### src/common/scan_config.svh
// Scan converter constants

`ifndef SCAN_CONFIG_SVH
`define SCAN_CONFIG_SVH

// Control word field positions
`define SC_POWERON_BIT        0
`define SC_ISL_RESET_N_BIT    1
`define SC_HDMIRX_RESET_N_BIT 2
`define SC_CAPTURE_SEL_BIT    7
`define SC_FRAMELOCK_BIT      14

// OSD palette, black, blue, yellow, white
`define OSD_COLOR_0 24'h000000
`define OSD_COLOR_1 24'h0000ff
`define OSD_COLOR_2 24'hffff00
`define OSD_COLOR_3 24'hffffff

// 24 on the board, short here for simulation
`define RESYNC_LED_WIDTH 8

// Transmitter crosstalk workaround, 1 clears red bit 0
`define TX_R0_MASK 1'b1

`endif

### src/common/scan_pkg.sv
// Scan converter shared types

`default_nettype none

package scan_pkg;

    // One colour channel
    typedef logic [7:0] color_t;

    // Red in the top byte, blue in the bottom
    typedef logic [23:0] pixel_t;

    typedef logic [15:0] sys_ctrl_t;

    // Index into the four-entry OSD palette
    typedef logic [1:0] osd_color_t;

    typedef logic [5:0] btn_t;

    // Blue in bit 0, red in bit 2
    typedef logic [2:0] led_t;

    typedef logic [15:0] status_t;

endpackage

`default_nettype wire

### src/source/sys_ctrl_regs.sv
// System control word and status

`timescale 1ns/10ps
`default_nettype none

`include "scan_config.svh"

module sys_ctrl_regs import scan_pkg::*; (
    input  logic      pclk_out,
    input  logic      po_reset_n,
    input  logic      ctrl_wr_i,
    input  sys_ctrl_t ctrl_wdata_i,
    input  btn_t      btn_sync_i,
    input  logic      ir_sync_i,
    input  logic      led_active_i,
    output logic      sys_poweron_o,
    output logic      isl_reset_n_o,
    output logic      hdmirx_reset_n_o,
    output logic      capture_sel_o,
    output logic      framelock_o,
    output status_t   status_o
);

    sys_ctrl_t ctrl_word;

    always_ff @(posedge pclk_out or negedge po_reset_n) begin
        if (!po_reset_n) begin
            ctrl_word <= '0;
        end else if (ctrl_wr_i) begin
            ctrl_word <= ctrl_wdata_i;
        end
    end

    assign sys_poweron_o    = ctrl_word[`SC_POWERON_BIT];
    assign isl_reset_n_o    = ctrl_word[`SC_ISL_RESET_N_BIT];
    assign hdmirx_reset_n_o = ctrl_word[`SC_HDMIRX_RESET_N_BIT];
    assign capture_sel_o    = ctrl_word[`SC_CAPTURE_SEL_BIT];
    assign framelock_o      = ctrl_word[`SC_FRAMELOCK_BIT];

    // Snapshot matches the synchronizers' idle state after reset
    always_ff @(posedge pclk_out or negedge po_reset_n) begin
        if (!po_reset_n) begin
            status_o <= {8'h00, 1'b0, 1'b1, {6{1'b1}}};
        end else begin
            status_o <= {ctrl_word[7:0], led_active_i, ir_sync_i, btn_sync_i};
        end
    end

    // A write shows up on every field one edge later
    a_field_decode: assert property (
        @(posedge pclk_out) disable iff (!po_reset_n)
        ctrl_wr_i |=> (sys_poweron_o == $past(ctrl_wdata_i[`SC_POWERON_BIT]))
            && (capture_sel_o == $past(ctrl_wdata_i[`SC_CAPTURE_SEL_BIT]))
            && (framelock_o == $past(ctrl_wdata_i[`SC_FRAMELOCK_BIT]))
    );

endmodule

`default_nettype wire

### src/source/input_sync.sv
// Front-panel and strobe synchronizers

`timescale 1ns/10ps
`default_nettype none

module input_sync import scan_pkg::*; (
    input  logic pclk_out,
    input  logic po_reset_n,
    input  btn_t btn_i,
    input  logic ir_rx_i,
    input  logic resync_strobe_i,
    output btn_t btn_sync_o,
    output logic ir_sync_o,
    output logic resync_sync_o
);

    btn_t btn_meta;
    logic ir_meta;
    logic resync_meta;

    // Buttons and IR idle high
    always_ff @(posedge pclk_out or negedge po_reset_n) begin
        if (!po_reset_n) begin
            btn_meta      <= '1;
            btn_sync_o    <= '1;
            ir_meta       <= 1'b1;
            ir_sync_o     <= 1'b1;
            resync_meta   <= 1'b0;
            resync_sync_o <= 1'b0;
        end else begin
            btn_meta      <= btn_i;
            btn_sync_o    <= btn_meta;
            ir_meta       <= ir_rx_i;
            ir_sync_o     <= ir_meta;
            resync_meta   <= resync_strobe_i;
            resync_sync_o <= resync_meta;
        end
    end

endmodule

`default_nettype wire

### src/source/status_led.sv
// Status LEDs and resync stretcher

`timescale 1ns/10ps
`default_nettype none

`include "scan_config.svh"

module status_led import scan_pkg::*; (
    input  logic pclk_out,
    input  logic po_reset_n,
    input  logic sys_poweron_i,
    input  logic framelock_i,
    input  logic ir_sync_i,
    input  logic resync_sync_i,
    output led_t led_o,
    output logic led_active_o
);

    logic [`RESYNC_LED_WIDTH-1:0] resync_led_ctr;
    logic resync_prev;
    logic resync_rise;

    assign resync_rise = resync_sync_i & ~resync_prev;

    always_ff @(posedge pclk_out or negedge po_reset_n) begin
        if (!po_reset_n) begin
            resync_prev    <= 1'b0;
            resync_led_ctr <= '0;
        end else begin
            resync_prev <= resync_sync_i;
            if (sys_poweron_i) begin
                if (resync_rise) begin
                    resync_led_ctr <= '1;
                end else if (resync_led_ctr != '0) begin
                    resync_led_ctr <= resync_led_ctr - 1'b1;
                end
            end else begin
                // Free-running for the standby blink
                resync_led_ctr <= resync_led_ctr - 1'b1;
            end
        end
    end

    assign led_active_o = (resync_led_ctr != '0);

    // IR lit while the line is low
    assign led_o = sys_poweron_i ?
        {framelock_i, ~ir_sync_i, led_active_o} :
        {2'b00, ~resync_led_ctr[`RESYNC_LED_WIDTH-1]};

    // Drained counter holds at zero while powered
    a_no_wrap_on: assert property (
        @(posedge pclk_out) disable iff (!po_reset_n)
        (sys_poweron_i && resync_led_ctr == '0 && !resync_rise) |=> resync_led_ctr == '0
    );

endmodule

`default_nettype wire

### src/video/capture_mux.sv
// Capture source select

`timescale 1ns/10ps
`default_nettype none

module capture_mux import scan_pkg::*; (
    input  logic   pclk_out,
    input  logic   po_reset_n,
    input  logic   capture_sel_i,
    input  pixel_t isl_pixel_i,
    input  pixel_t hdmirx_pixel_i,
    input  logic   isl_hsync_i,
    input  logic   isl_vsync_i,
    input  logic   isl_de_i,
    input  logic   hdmirx_hsync_i,
    input  logic   hdmirx_vsync_i,
    input  logic   hdmirx_de_i,
    output pixel_t capt_pixel_o,
    output logic   capt_hsync_o,
    output logic   capt_vsync_o,
    output logic   capt_de_o
);

    // High picks the HDMI receiver
    always_ff @(posedge pclk_out or negedge po_reset_n) begin
        if (!po_reset_n) begin
            capt_pixel_o <= '0;
            capt_hsync_o <= 1'b0;
            capt_vsync_o <= 1'b0;
            capt_de_o    <= 1'b0;
        end else if (capture_sel_i) begin
            capt_pixel_o <= hdmirx_pixel_i;
            capt_hsync_o <= hdmirx_hsync_i;
            capt_vsync_o <= hdmirx_vsync_i;
            capt_de_o    <= hdmirx_de_i;
        end else begin
            capt_pixel_o <= isl_pixel_i;
            capt_hsync_o <= isl_hsync_i;
            capt_vsync_o <= isl_vsync_i;
            capt_de_o    <= isl_de_i;
        end
    end

endmodule

`default_nettype wire

### src/video/osd_output.sv
// OSD overlay and HDMI transmit stage

`timescale 1ns/10ps
`default_nettype none

`include "scan_config.svh"

module osd_output import scan_pkg::*; (
    input  logic       pclk_out,
    input  logic       po_reset_n,
    input  pixel_t     pixel_i,
    input  logic       hsync_i,
    input  logic       vsync_i,
    input  logic       de_i,
    input  logic       osd_enable_i,
    input  osd_color_t osd_color_i,
    output color_t     tx_r_o,
    output color_t     tx_g_o,
    output color_t     tx_b_o,
    output logic       tx_hsync_o,
    output logic       tx_vsync_o,
    output logic       tx_de_o
);

    pixel_t pixel_out;
    pixel_t palette_pixel;
    logic   hsync_out;
    logic   vsync_out;
    logic   de_out;

    always_comb begin
        case (osd_color_i)
            2'd0:    palette_pixel = `OSD_COLOR_0;
            2'd1:    palette_pixel = `OSD_COLOR_1;
            2'd2:    palette_pixel = `OSD_COLOR_2;
            default: palette_pixel = `OSD_COLOR_3;
        endcase
    end

    // Overlay stage
    always_ff @(posedge pclk_out or negedge po_reset_n) begin
        if (!po_reset_n) begin
            pixel_out <= '0;
            hsync_out <= 1'b0;
            vsync_out <= 1'b0;
            de_out    <= 1'b0;
        end else begin
            pixel_out <= osd_enable_i ? palette_pixel : pixel_i;
            hsync_out <= hsync_i;
            vsync_out <= vsync_i;
            de_out    <= de_i;
        end
    end

    // Transmit stage, rising edge launch
    always_ff @(posedge pclk_out or negedge po_reset_n) begin
        if (!po_reset_n) begin
            tx_r_o     <= '0;
            tx_g_o     <= '0;
            tx_b_o     <= '0;
            tx_hsync_o <= 1'b0;
            tx_vsync_o <= 1'b0;
            tx_de_o    <= 1'b0;
        end else begin
            tx_r_o     <= {pixel_out[23:17], pixel_out[16] & ~`TX_R0_MASK};
            tx_g_o     <= pixel_out[15:8];
            tx_b_o     <= pixel_out[7:0];
            tx_hsync_o <= hsync_out;
            tx_vsync_o <= vsync_out;
            tx_de_o    <= de_out;
        end
    end

    a_r0_masked: assert property (
        @(posedge pclk_out) disable iff (!po_reset_n)
        `TX_R0_MASK |-> (tx_r_o[0] == 1'b0)
    );

endmodule

`default_nettype wire

### src/source/scan_io_top.sv
// Scan converter I/O top level

`timescale 1ns/10ps
`default_nettype none

module scan_io_top import scan_pkg::*; (
    input  logic       pclk_out,
    input  logic       po_reset_n,
    input  logic       ctrl_wr_i,
    input  sys_ctrl_t  ctrl_wdata_i,
    input  btn_t       btn_i,
    input  logic       ir_rx_i,
    input  logic       resync_strobe_i,
    input  pixel_t     isl_pixel_i,
    input  logic       isl_hsync_i,
    input  logic       isl_vsync_i,
    input  logic       isl_de_i,
    input  pixel_t     hdmirx_pixel_i,
    input  logic       hdmirx_hsync_i,
    input  logic       hdmirx_vsync_i,
    input  logic       hdmirx_de_i,
    input  logic       osd_enable_i,
    input  osd_color_t osd_color_i,
    output logic       isl_reset_n_o,
    output logic       hdmirx_reset_n_o,
    output led_t       led_o,
    output status_t    status_o,
    output color_t     hdmitx_r_o,
    output color_t     hdmitx_g_o,
    output color_t     hdmitx_b_o,
    output logic       hdmitx_hsync_o,
    output logic       hdmitx_vsync_o,
    output logic       hdmitx_de_o
);

    logic   sys_poweron;
    logic   capture_sel;
    logic   framelock;
    logic   led_active;
    btn_t   btn_sync;
    logic   ir_sync;
    logic   resync_sync;
    pixel_t capt_pixel;
    logic   capt_hsync;
    logic   capt_vsync;
    logic   capt_de;

    sys_ctrl_regs u_sys_ctrl_regs (
        .pclk_out         (pclk_out),
        .po_reset_n       (po_reset_n),
        .ctrl_wr_i        (ctrl_wr_i),
        .ctrl_wdata_i     (ctrl_wdata_i),
        .btn_sync_i       (btn_sync),
        .ir_sync_i        (ir_sync),
        .led_active_i     (led_active),
        .sys_poweron_o    (sys_poweron),
        .isl_reset_n_o    (isl_reset_n_o),
        .hdmirx_reset_n_o (hdmirx_reset_n_o),
        .capture_sel_o    (capture_sel),
        .framelock_o      (framelock),
        .status_o         (status_o)
    );

    input_sync u_input_sync (
        .pclk_out        (pclk_out),
        .po_reset_n      (po_reset_n),
        .btn_i           (btn_i),
        .ir_rx_i         (ir_rx_i),
        .resync_strobe_i (resync_strobe_i),
        .btn_sync_o      (btn_sync),
        .ir_sync_o       (ir_sync),
        .resync_sync_o   (resync_sync)
    );

    status_led u_status_led (
        .pclk_out      (pclk_out),
        .po_reset_n    (po_reset_n),
        .sys_poweron_i (sys_poweron),
        .framelock_i   (framelock),
        .ir_sync_i     (ir_sync),
        .resync_sync_i (resync_sync),
        .led_o         (led_o),
        .led_active_o  (led_active)
    );

    capture_mux u_capture_mux (
        .pclk_out       (pclk_out),
        .po_reset_n     (po_reset_n),
        .capture_sel_i  (capture_sel),
        .isl_pixel_i    (isl_pixel_i),
        .hdmirx_pixel_i (hdmirx_pixel_i),
        .isl_hsync_i    (isl_hsync_i),
        .isl_vsync_i    (isl_vsync_i),
        .isl_de_i       (isl_de_i),
        .hdmirx_hsync_i (hdmirx_hsync_i),
        .hdmirx_vsync_i (hdmirx_vsync_i),
        .hdmirx_de_i    (hdmirx_de_i),
        .capt_pixel_o   (capt_pixel),
        .capt_hsync_o   (capt_hsync),
        .capt_vsync_o   (capt_vsync),
        .capt_de_o      (capt_de)
    );

    osd_output u_osd_output (
        .pclk_out     (pclk_out),
        .po_reset_n   (po_reset_n),
        .pixel_i      (capt_pixel),
        .hsync_i      (capt_hsync),
        .vsync_i      (capt_vsync),
        .de_i         (capt_de),
        .osd_enable_i (osd_enable_i),
        .osd_color_i  (osd_color_i),
        .tx_r_o       (hdmitx_r_o),
        .tx_g_o       (hdmitx_g_o),
        .tx_b_o       (hdmitx_b_o),
        .tx_hsync_o   (hdmitx_hsync_o),
        .tx_vsync_o   (hdmitx_vsync_o),
        .tx_de_o      (hdmitx_de_o)
    );

endmodule

`default_nettype wire

### config.mk
export PLATFORM = sky130hd
export DESIGN_NAME = scan_io_top
export DESIGN_NICKNAME = d
export VERILOG_FILES = /design/src/common/scan_pkg.sv /design/src/source/sys_ctrl_regs.sv /design/src/source/input_sync.sv /design/src/source/status_led.sv /design/src/video/capture_mux.sv /design/src/video/osd_output.sv /design/src/source/scan_io_top.sv
export VERILOG_INCLUDE_DIRS = /design/src /design/src/common
export SDC_FILE = /design/constraint.sdc
export NUM_CORES = 1
export LEC_CHECK = 0
export BUFFER_PORTS_ARGS = -buffer_cell sky130_fd_sc_hd__clkbuf_2
export CORE_MARGIN = 5
export CORE_UTILIZATION = 49
export DETAILED_ROUTE_END_ITERATION = 10
export HOLD_SLACK_MARGIN = 0.06
export PLACE_DENSITY = 0.77
export RECOVER_POWER = 25
export SYNTH_ARGS = -nofsm -noshare
export SYNTH_HDL_FRONTEND = slang
export SYNTH_SLANG_ARGS = --single-unit
### constraint.sdc
create_clock -name pclk_out -period 2.8 [get_ports pclk_out]
set_clock_uncertainty 0.15 [all_clocks]
set_input_delay 0.56 -clock pclk_out [delete_from_list [all_inputs] [get_ports pclk_out]]
set_output_delay 0.56 -clock pclk_out [all_outputs]
set_load 0.02 [all_outputs]
# Word level (Yosys, flattened, before mapping)
# Index checks and enable logic that the tools add are counted.
[word_totals] reg_bits=136 inputBits=84 output_inout_bits=48 word_cells=44
[classes] n_addsub=1 n_eq_ne=3 n_mux=10 n_bitwise=4 n_reduce_logical=2
[op_table] cell="one-hot mux 24 bit (3 select lines)" count=1
[op_table] cell="2-to-1 mux 24 bit" count=2
[op_table] cell="2-to-1 mux 8 bit" count=3
[op_table] cell="nonzero test 8 bit" count=1
[op_table] cell="subtractor 8 x 1 -> 8 bit, second input constant" count=1
[op_table] cell="2-to-1 mux 1 bit" count=3
[op_table] cell="2-to-1 mux 3 bit" count=1
[op_table] cell="!= test 3 x 1 -> 1 bit, second input constant" count=1
[op_table] cell="NOT 1 bit" count=3
[op_table] cell="== test 2 x 1 -> 1 bit, second input constant" count=1
[op_table] cell="== test 2 bit, second input constant" count=1
[op_table] cell="logical NOT 2 bit" count=1
[op_table] cell="AND 1 bit" count=1

# Depth between registers and ports, before layout
# Gate-level depths: netlist of run 1.
[logic_depth] ltp_word=4 mapped_depth=7 depth_no_buf=6

# By module
# From an unflattened synthesis of run 1, not the netlist that was laid out.
[unflattened] hier_cells=241 hier_area_um2=4415.5
[modules_own_cells] module="osd_output" n_inst=1 cells_per_inst=80 area_each_um2=1597.8
[modules_own_cells] module="capture_mux" n_inst=1 cells_per_inst=57 area_each_um2=1106.1
[modules_own_cells] module="sys_ctrl_regs" n_inst=1 cells_per_inst=35 area_each_um2=780.7
[modules_own_cells] module="status_led" n_inst=1 cells_per_inst=53 area_each_um2=513.0
[modules_own_cells] module="input_sync" n_inst=1 cells_per_inst=16 area_each_um2=417.9

# Worst setup path after synthesis of run 1
# No wires, ideal clock.
[synth_path] path_kind="reg2out" startpoint="register u_status_led.resync_led_ctr[0]" endpoint="output led_o[0]" arrival_ps=1460 t_required_ps=2090 setup_slack_ps=630 path_stages_with_launch=6 path_cell_list="dfrtp_1 inv_1 ha_1 or4b_1 nor2_1 a31oi_1"
[synth_between] elab_chain_len=2
[synth_lines] item="start, declared" line_no="status_led.sv:19" source="logic [`RESYNC_LED_WIDTH-1:0] resync_led_ctr;"
[synth_lines] item="start signal, assigned" line_no="status_led.sv:35" source="resync_led_ctr <= resync_led_ctr - 1'b1;"
[synth_lines] item="start signal, assigned" line_no="status_led.sv:39" source="resync_led_ctr <= resync_led_ctr - 1'b1;"
[synth_lines] item="nonzero test 8 bit" line_no="status_led.sv:44" source="assign led_active_o = (resync_led_ctr != '0);"
[synth_lines] item="2-to-1 mux 3 bit" line_no="status_led.sv:47" source="assign led_o = sys_poweron_i ?"
[synth_lines] item="end, declared" line_no="scan_io_top.sv:26" source="output led_t led_o,"
# Every way passes these cells.

# Worst setup path in the final report of run 1
# Same ends and word-level chain as after synthesis.

==> Implementation_results.wiki, run 1 <==
{| class="wikitable"
! Metric !! Value
|-
| Routed wire length || 7300 um
|-
| Flop-to-flop setup slack || 0.56 ns
|-
| Global routing usage summed across all routing layers || 0.154
|-
| Height of the die || 102 um
|-
| Total Die Area || 10,400 um2
|-
| Share of the clock period used by the worst path after layout || 0.970
|-
| Type of the most critical hold path || in2reg
|-
| Via count of the routed design || 2,412
|-
| Worst Reg2Reg Path Length in Cells || 4
|-
| Post-layout min period || 2.72 ns
|-
| CP Cell Sequence || inv_1 > ha_2 > or4b_4 > nor2_4 > a31oi_1 > buf_2
|-
| Yosys warnings || 0
|-
| Setup CP Type || reg2out
|-
| Maximum number of pins on one net before global-route repair || 54
|-
| Cell count of the worst hold path || 2
|-
| Number of enable-type register cells in the synthesized netlist || 0
|-
| Share of synthesized registers carrying an async set or reset || 1.00
|-
| Highest-delay cell along the critical path || sky130_fd_sc_hd__or4b_4
|-
| Wire length of the first global-routing pass || 12,000 um
|-
| Clock latency at the later pin of the worst-skew pair || 0.50 ns
|-
| Worst max-slew margin expressed relative to the limit || -0.0648
|-
| Critical path buffer and inverter count || 2
|-
| Number of global-route vias before repair || 2,537
|-
| Place WS || 0.441 ns
|-
| Endpoint class of the critical path || output port
|-
| Violated checks || max-capacitance violations, max-slew violations
|-
| Number of nets at the end of the flow || 490
|-
| Site row count || 33
|-
| Area share of the largest cell type after synthesis || 0.647
|-
| Cell types occupying the most area after synthesis || sky130_fd_sc_hd__dfrtp_1, sky130_fd_sc_hd__dfstp_2, sky130_fd_sc_hd__mux2_2, sky130_fd_sc_hd__o21ai_0, sky130_fd_sc_hd__inv_1
|-
| Post-Synthesis Mean Instance Area || 15.9 um2
|-
| Via density || 4.63
|-
| Post-Synthesis Cell Area || 4140 um2
|-
| Maximum Capacitance Violations || 1
|-
| Number of search-and-repair iterations in the first detailed-routing pass || 4
|-
| Average wire per cell in the routed design || 14.0 um
|-
| Synthesized netlist net count || 346
|-
| Maximum ir drop on the vdd rail || 0.530 mV
|-
| Number of antenna violations at the first check in global routing || 0
|-
| Io pins || 132
|-
| Crit path required time || 2.09 ns
|-
| CP max FO || 4
|-
| Final Hold Fails || 0
|-
| Crit start category || flip-flop
|-
| Layout-stage area growth over the synthesis result || 34.6%
|-
| Max Freq || 368 MHz
|-
| Gp weighted congestion || 0.715
|-
| Count of input and output buffers || 121
|-
| Antenna-violating nets left || 0
|-
| CTS Buf Count || 17
|-
| DRC violation total after the first TritonRoute iteration || 56
|-
| Top_reg_cell synth || sky130_fd_sc_hd__dfrtp_1
|-
| Most common library cells after synthesis || sky130_fd_sc_hd__dfrtp_1, sky130_fd_sc_hd__mux2_2, sky130_fd_sc_hd__inv_1, sky130_fd_sc_hd__o21ai_0, sky130_fd_sc_hd__dfstp_2
|-
| Number of sinks on the clock net || 128
|-
| Cell class contributing the biggest share of worst-path delay || simple AND/OR/NAND/NOR gates
|-
| Top cell type by total area after synthesis || sky130_fd_sc_hd__dfrtp_1
|-
| Critical path depth in cells || 6
|-
| Mapped Cells || 261
|-
| Std-Cell Core Area || 8220 um2
|-
| Number of distinct library cells after synthesis || 33
|-
| Proportion of layout cells with a drive suffix above 1 || 0.502
|-
| Sequential cell area fraction in the yosys report || 0.780
|-
| Maximum clock path buffer count || 2
|-
| CTS tree || yes
|-
| Arrival @ worst endpoint || 2.01 ns
|-
| Maximum single-stage delay on the critical path || 0.50 ns
|-
| Most frequently used cell type in the post-synthesis netlist || sky130_fd_sc_hd__dfrtp_1
|-
| Transition time of the tightest slew-check pin || 1.60 ns
|-
| DRC viols || 0
|-
| RSZ-0062 raised after global routing || true
|-
| Half-perimeter wire length of the detailed placement result || 5170 um
|-
| Result of the run || finished with violations
|-
| Die span in x || 102 um
|-
| Core occupancy in the finished layout || 0.678
|-
| Setup WS post-layout || 0.0837 ns
|-
| Leakage power || 2.69 nW
|-
| Effective utilization at floorplan || 0.504
|-
| Number of fillers in the final layout || 593
|-
| Number of storage elements in the synthesis netlist || 128
|-
| Diode count || 0
|-
| Post-CTS clock slew at the launch and capture registers of the worst setup and hold paths || 0.06 ns
|-
| Total setup violations reported at the end of the flow || 0
|-
| Total congestion overflow after global routing || 0
|-
| H-tree Lvls || 4
|-
| Ratio of total power to cell area || 848 nW/um2
|-
| Final slew viol count || 31
|-
| Library cell used as clock root buffer || sky130_fd_sc_hd__clkbuf_8
|}
==> per-layer routing <==
layer	part of all wire	global-route usage	routed length [um]	vias to the layer above
li1	-	-	-	1159
met1	0.42	0.189	3060	1168
met2	0.51	0.253	3690	79
met3	0.064	0.0546	467	6
met4	0.011	0.0605	78	0
met5	0	0	0	-
==> flip-flops by register name (all words and copies together), names as in the netlist, 6 cells and up <==
name / flops
u_osd_output.tx_b_o: 8
u_input_sync.btn_sync_o: 6
u_osd_output.pixel_out: 23
u_osd_output.tx_r_o: 7
u_sys_ctrl_regs.status_o: 16
u_input_sync.btn_meta: 6
u_capture_mux.capt_pixel_o: 23
u_status_led.resync_led_ctr: 8
u_osd_output.tx_g_o: 8
u_sys_ctrl_regs.ctrl_word: 9
==> power breakdown <==
group	switching (mW)	total, mW	internal [mW]	leakage, nW
sequential	0.0976	2.14	2.05	1.47
clock	0.719	2.15	1.43	0.281
combinational	0.230	0.424	0.194	0.939
==> through the flow <==
| step | TNS [ns] | area, um2 | instances | power [mW] | hold WS, ns |
|---|---|---|---|---|---|
| detailed placement | 0 | 4870 | 481 | 2.59 | 0.185 |
| global route | -0.0120 | 5570 | 521 | 4.93 | 0.119 |
| CTS | 0 | 5570 | 520 | 4.79 | 0.113 |
| global placement | 0 | 4870 | 481 | 2.56 | 0.183 |
| floorplan | 0 | 4140 | 261 | 2.38 | 0.114 |
| finish | 0 | 5570 | 521 | 4.72 | 0.141 |
==> cells in the final DEF, fill, tap and decap left out, types with 2 or more instances in the layout <==
cell / synthesis / layout
sky130_fd_sc_hd__nand3b_1: 2 / 2
sky130_fd_sc_hd__o21ai_0: 25 / 25
sky130_fd_sc_hd__nor2b_1: 2 / 2
sky130_fd_sc_hd__and2_1: 3 / 3
sky130_fd_sc_hd__clkbuf_2: 0 / 118
sky130_fd_sc_hd__clkbuf_1: 6 / 5
sky130_fd_sc_hd__or4b_1: 3 / 2
sky130_fd_sc_hd__clkbuf_16: 0 / 16
sky130_fd_sc_hd__nand2b_1: 2 / 2
sky130_fd_sc_hd__nand2_1: 3 / 3
sky130_fd_sc_hd__buf_4: 1 / 3
sky130_fd_sc_hd__mux2_2: 35 / 35
sky130_fd_sc_hd__nor2_1: 3 / 2
sky130_fd_sc_hd__dfstp_2: 21 / 20
sky130_fd_sc_hd__dlygate4sd3_1: 0 / 9
sky130_fd_sc_hd__inv_1: 25 / 25
sky130_fd_sc_hd__a31oi_1: 3 / 3
sky130_fd_sc_hd__clkinv_2: 0 / 2
sky130_fd_sc_hd__dfrtp_1: 107 / 107
sky130_fd_sc_hd__a21oi_1: 3 / 3
sky130_fd_sc_hd__clkinvlp_4: 0 / 2
sky130_fd_sc_hd__bufinv_16: 0 / 4
==> final timing paths <==
path	start	endpoint
max	u_status_led.resync_led_ctr[0]	led_o[0]
min	isl_hsync_i	u_capture_mux.capt_hsync_o
max reg2reg	u_status_led.resync_led_ctr[3]	u_status_led.resync_led_ctr[7]
min reg2reg	u_osd_output.pixel_out[3]	u_osd_output.tx_b_o[3]
max in group asynchronous	po_reset_n	u_capture_mux.capt_pixel_o[1]
min in group asynchronous	po_reset_n	u_osd_output.vsync_out
==> cell families after synthesis <==
logic type / synth area share
adders and majority gates: 0.00302
buffers and inverters: 0.0320
muxes: 0.0952
AOI/OAI and AO/OA: 0.0514
DFF: 0.780
and+or+nand+nor: 0.0372
other: 0.000906
==> cell type report <==
cell class	instances	area (um2)	area share
sequential	128	3230	0.580
multi-input combinational	99	791	0.142
timing repair buffer	134	736	0.132
clock buffer	20	425	0.0764
inverter	25	93.8	0.0169
tap	105	131	0.0236
clock inverter	10	163	0.0292
==> repair_timing <==
item                                   CTS  global route
endpoints found under the hold margin   36             0
hold buffers                             9             0
gates resized for setup                  4             1
setup endpoints to repair                1             1
setup buffers                            0             1
Power figures use the tool's default switching activity.
==> inputs of run 2 (changes only) <==
CAP_MARGIN = 25   (was not set)
CORE_UTILIZATION = 50   (was 49)
PLACE_DENSITY = 0.79   (was 0.77)
==> Implementation_results.wiki, run 2 (synthesis gave the netlist of run 1 again) <==
{| class="wikitable"
! Metric !! Value
|-
| Result of the run || complete, no violations
|-
| Post-layout min period || 2.73 ns
|-
| Antenna-violating nets left || 0
|-
| Worst max-slew margin expressed relative to the limit || 0.0736
|-
| Count of input and output buffers || 121
|-
| Via count of the routed design || 2,428
|-
| Leakage power || 2.68 nW
|-
| CP max FO || 4
|-
| Diode count || 0
|-
| Max Freq || 366 MHz
|-
| Number of sinks on the clock net || 128
|-
| Placed inst area || 4890 um2
|-
| Wire length of the first global-routing pass || 12,800 um
|-
| Gp weighted congestion || 0.810
|-
| CTS tree || yes
|-
| Global routing usage summed across all routing layers || 0.170
|-
| Site row count || 33
|-
| DRC violation total after the first TritonRoute iteration || 56
|-
| Final instance area || 5580 um2
|-
| Std-Cell Core Area || 8130 um2
|-
| Average wire per cell in the routed design || 15.2 um
|-
| DRC viols || 0
|-
| Transition time of the tightest slew-check pin || 1.39 ns
|-
| Maximum single-stage delay on the critical path || 0.50 ns
|-
| Post-CTS clock slew at the launch and capture registers of the worst setup and hold paths || 0.06 ns
|-
| Library cell used as clock root buffer || sky130_fd_sc_hd__clkbuf_8
|-
| Effective utilization at floorplan || 0.509
|-
| Arrival @ worst endpoint || 2.02 ns
|-
| Maximum clock path buffer count || 2
|-
| Highest-delay cell along the critical path || sky130_fd_sc_hd__or4b_4
|-
| Endpoint class of the critical path || output port
|-
| Via density || 4.63
|-
| Most frequent cells in the layout || sky130_fd_sc_hd__clkbuf_2, sky130_fd_sc_hd__dfrtp_1, sky130_fd_sc_hd__mux2_2
|-
| Routed wire length || 7970 um
|-
| Proportion of layout cells with a drive suffix above 1 || 0.511
|-
| Ratio of total power to cell area || 839 nW/um2
|-
| Largest registers ranked by flip-flop count || u_capture_mux.capt_pixel_o (23), u_osd_output.pixel_out (23), u_sys_ctrl_regs.status_o (16)
|-
| Multi-input combinational cell area || 791 um2
|-
| Reg area || 3230 um2
|-
| Number of nets at the end of the flow || 491
|-
| Share of the clock period used by the worst path after layout || 0.977
|-
| Final Hold Fails || 0
|-
| Half-perimeter wire length of the detailed placement result || 5260 um
|-
| Setup_tns || 0 ns
|-
| Crit start category || flip-flop
|-
| Leading cell type in the layout, fill and taps excluded || sky130_fd_sc_hd__clkbuf_2
|-
| Total congestion overflow after global routing || 0
|-
| Setup CP Type || reg2out
|-
| Maximum Capacitance Violations || 0
|-
| Cell class contributing the biggest share of worst-path delay || simple AND/OR/NAND/NOR gates
|-
| Maximum ir drop on the vdd rail || 0.446 mV
|-
| H-tree Lvls || 4
|-
| Type of the most critical hold path || in2reg
|-
| Io pins || 132
|-
| Number of fillers in the final layout || 574
|-
| Crit path required time || 2.09 ns
|-
| CP Cell Sequence || inv_1 > ha_2 > or4b_4 > nor2_4 > a31oi_1 > buf_4
|-
| RSZ-0062 raised after global routing || true
|-
| Number of antenna violations at the first check in global routing || 0
|-
| Maximum number of pins on one net before global-route repair || 46
|-
| Number of global-route vias before repair || 2,515
|-
| Layout-stage area growth over the synthesis result || 34.9%
|-
| Critical path buffer and inverter count || 2
|-
| Number of search-and-repair iterations in the first detailed-routing pass || 4
|-
| Clock latency at the later pin of the worst-skew pair || 0.50 ns
|-
| Final slew viol count || 0
|-
| Total setup violations reported at the end of the flow || 0
|-
| Total Die Area || 10,200 um2
|-
| CTS Buf Count || 17
|-
| Die span in x || 101 um
|-
| Height of the die || 101 um
|}
==> run 2: changes by cell type in the layout (fill, tap and decap cells not counted) <==
cell and delta:
sky130_fd_sc_hd__clkinv_4 +1, sky130_fd_sc_hd__clkbuf_1 -1, sky130_fd_sc_hd__buf_4 +1, sky130_fd_sc_hd__clkinvlp_4 +3, sky130_fd_sc_hd__dfstp_1 -1, sky130_fd_sc_hd__clkbuf_2 -1, sky130_fd_sc_hd__dfstp_2 +1, sky130_fd_sc_hd__buf_12 +1
sky130_fd_sc_hd__buf_2 -1, sky130_fd_sc_hd__clkbuf_8 +2, sky130_fd_sc_hd__bufinv_16 -2
==> run 2: worst reg2reg max path: cells and delay by family (launching register included) <==
kind	cells	cell delay [ns]
AOI/OAI and AO/OA	2	0.40
and+or+nand+nor	2	1.16
DFF	1	0.43
==> run 2: area by class of cell <==
| type | instances | share of cell area |
|---|---|---|
| clock inverter | 12 | 0.0240 |
| inverter | 25 | 0.0168 |
| sequential | 128 | 0.579 |
| timing repair buffer | 135 | 0.136 |
| tap | 105 | 0.0235 |
| multi-input combinational | 99 | 0.142 |
| clock buffer | 20 | 0.0798 |
==> run 2: timing repair <==
item                                    CTS  global route
endpoints found under the setup margin    1             1
resized for setup                         3             3
hold endpoints to repair                 37             0
hold buffers                              9             0
buffers inserted                          0             2
==> run 2: final timing paths <==
path                                                      from                              to  slack (ns)  depth (start not counted)
worst min-delay path                           isl_pixel_i[19]  u_capture_mux.capt_pixel_o[19]        0.14                          2
worst min register to register        u_input_sync.resync_meta      u_input_sync.resync_sync_o        0.19                          0
min in group asynchronous                           po_reset_n       u_osd_output.pixel_out[2]        0.47                          2
worst max-delay path            u_status_led.resync_led_ctr[0]                        led_o[0]        0.07                          6
worst max register to register  u_status_led.resync_led_ctr[3]  u_status_led.resync_led_ctr[2]        0.54                          4
max in group asynchronous                           po_reset_n     u_sys_ctrl_regs.status_o[2]        1.36                          3
==> run 2: through the flow <==
stage / total power [mW] / worst slack [ns] / std cells / hold slack (ns) / util
after floorplan: 2.38 / 0.630 / 261 / 0.114 / -
after global placement: 2.56 / 0.522 / 481 / 0.182 / 0.601
after detailed placement: 2.59 / 0.459 / 481 / 0.185 / 0.601
after CTS: 4.71 / 0.0126 / 522 / 0.114 / 0.685
after global routing: 4.88 / -0.0246 / 524 / 0.118 / 0.686
final: 4.68 / 0.0653 / 524 / 0.138 / 0.686
==> run 2: report_power, final <==
group / leakage [nW] / total (mW) / switching (mW) / internal (mW)
clock network: 0.270 / 2.09 / 0.777 / 1.31
logic: 0.947 / 0.459 / 0.254 / 0.205
registers: 1.47 / 2.13 / 0.0871 / 2.05
==> run 2: layer usage <==
layer | GRT usage | up-vias | share of wire
met5 | 0 | - | 0
met4 | 0.0818 | 0 | 0.024
met3 | 0.0519 | 16 | 0.074
met2 | 0.271 | 95 | 0.50
met1 | 0.211 | 1159 | 0.40
li1 | - | 1158 | -
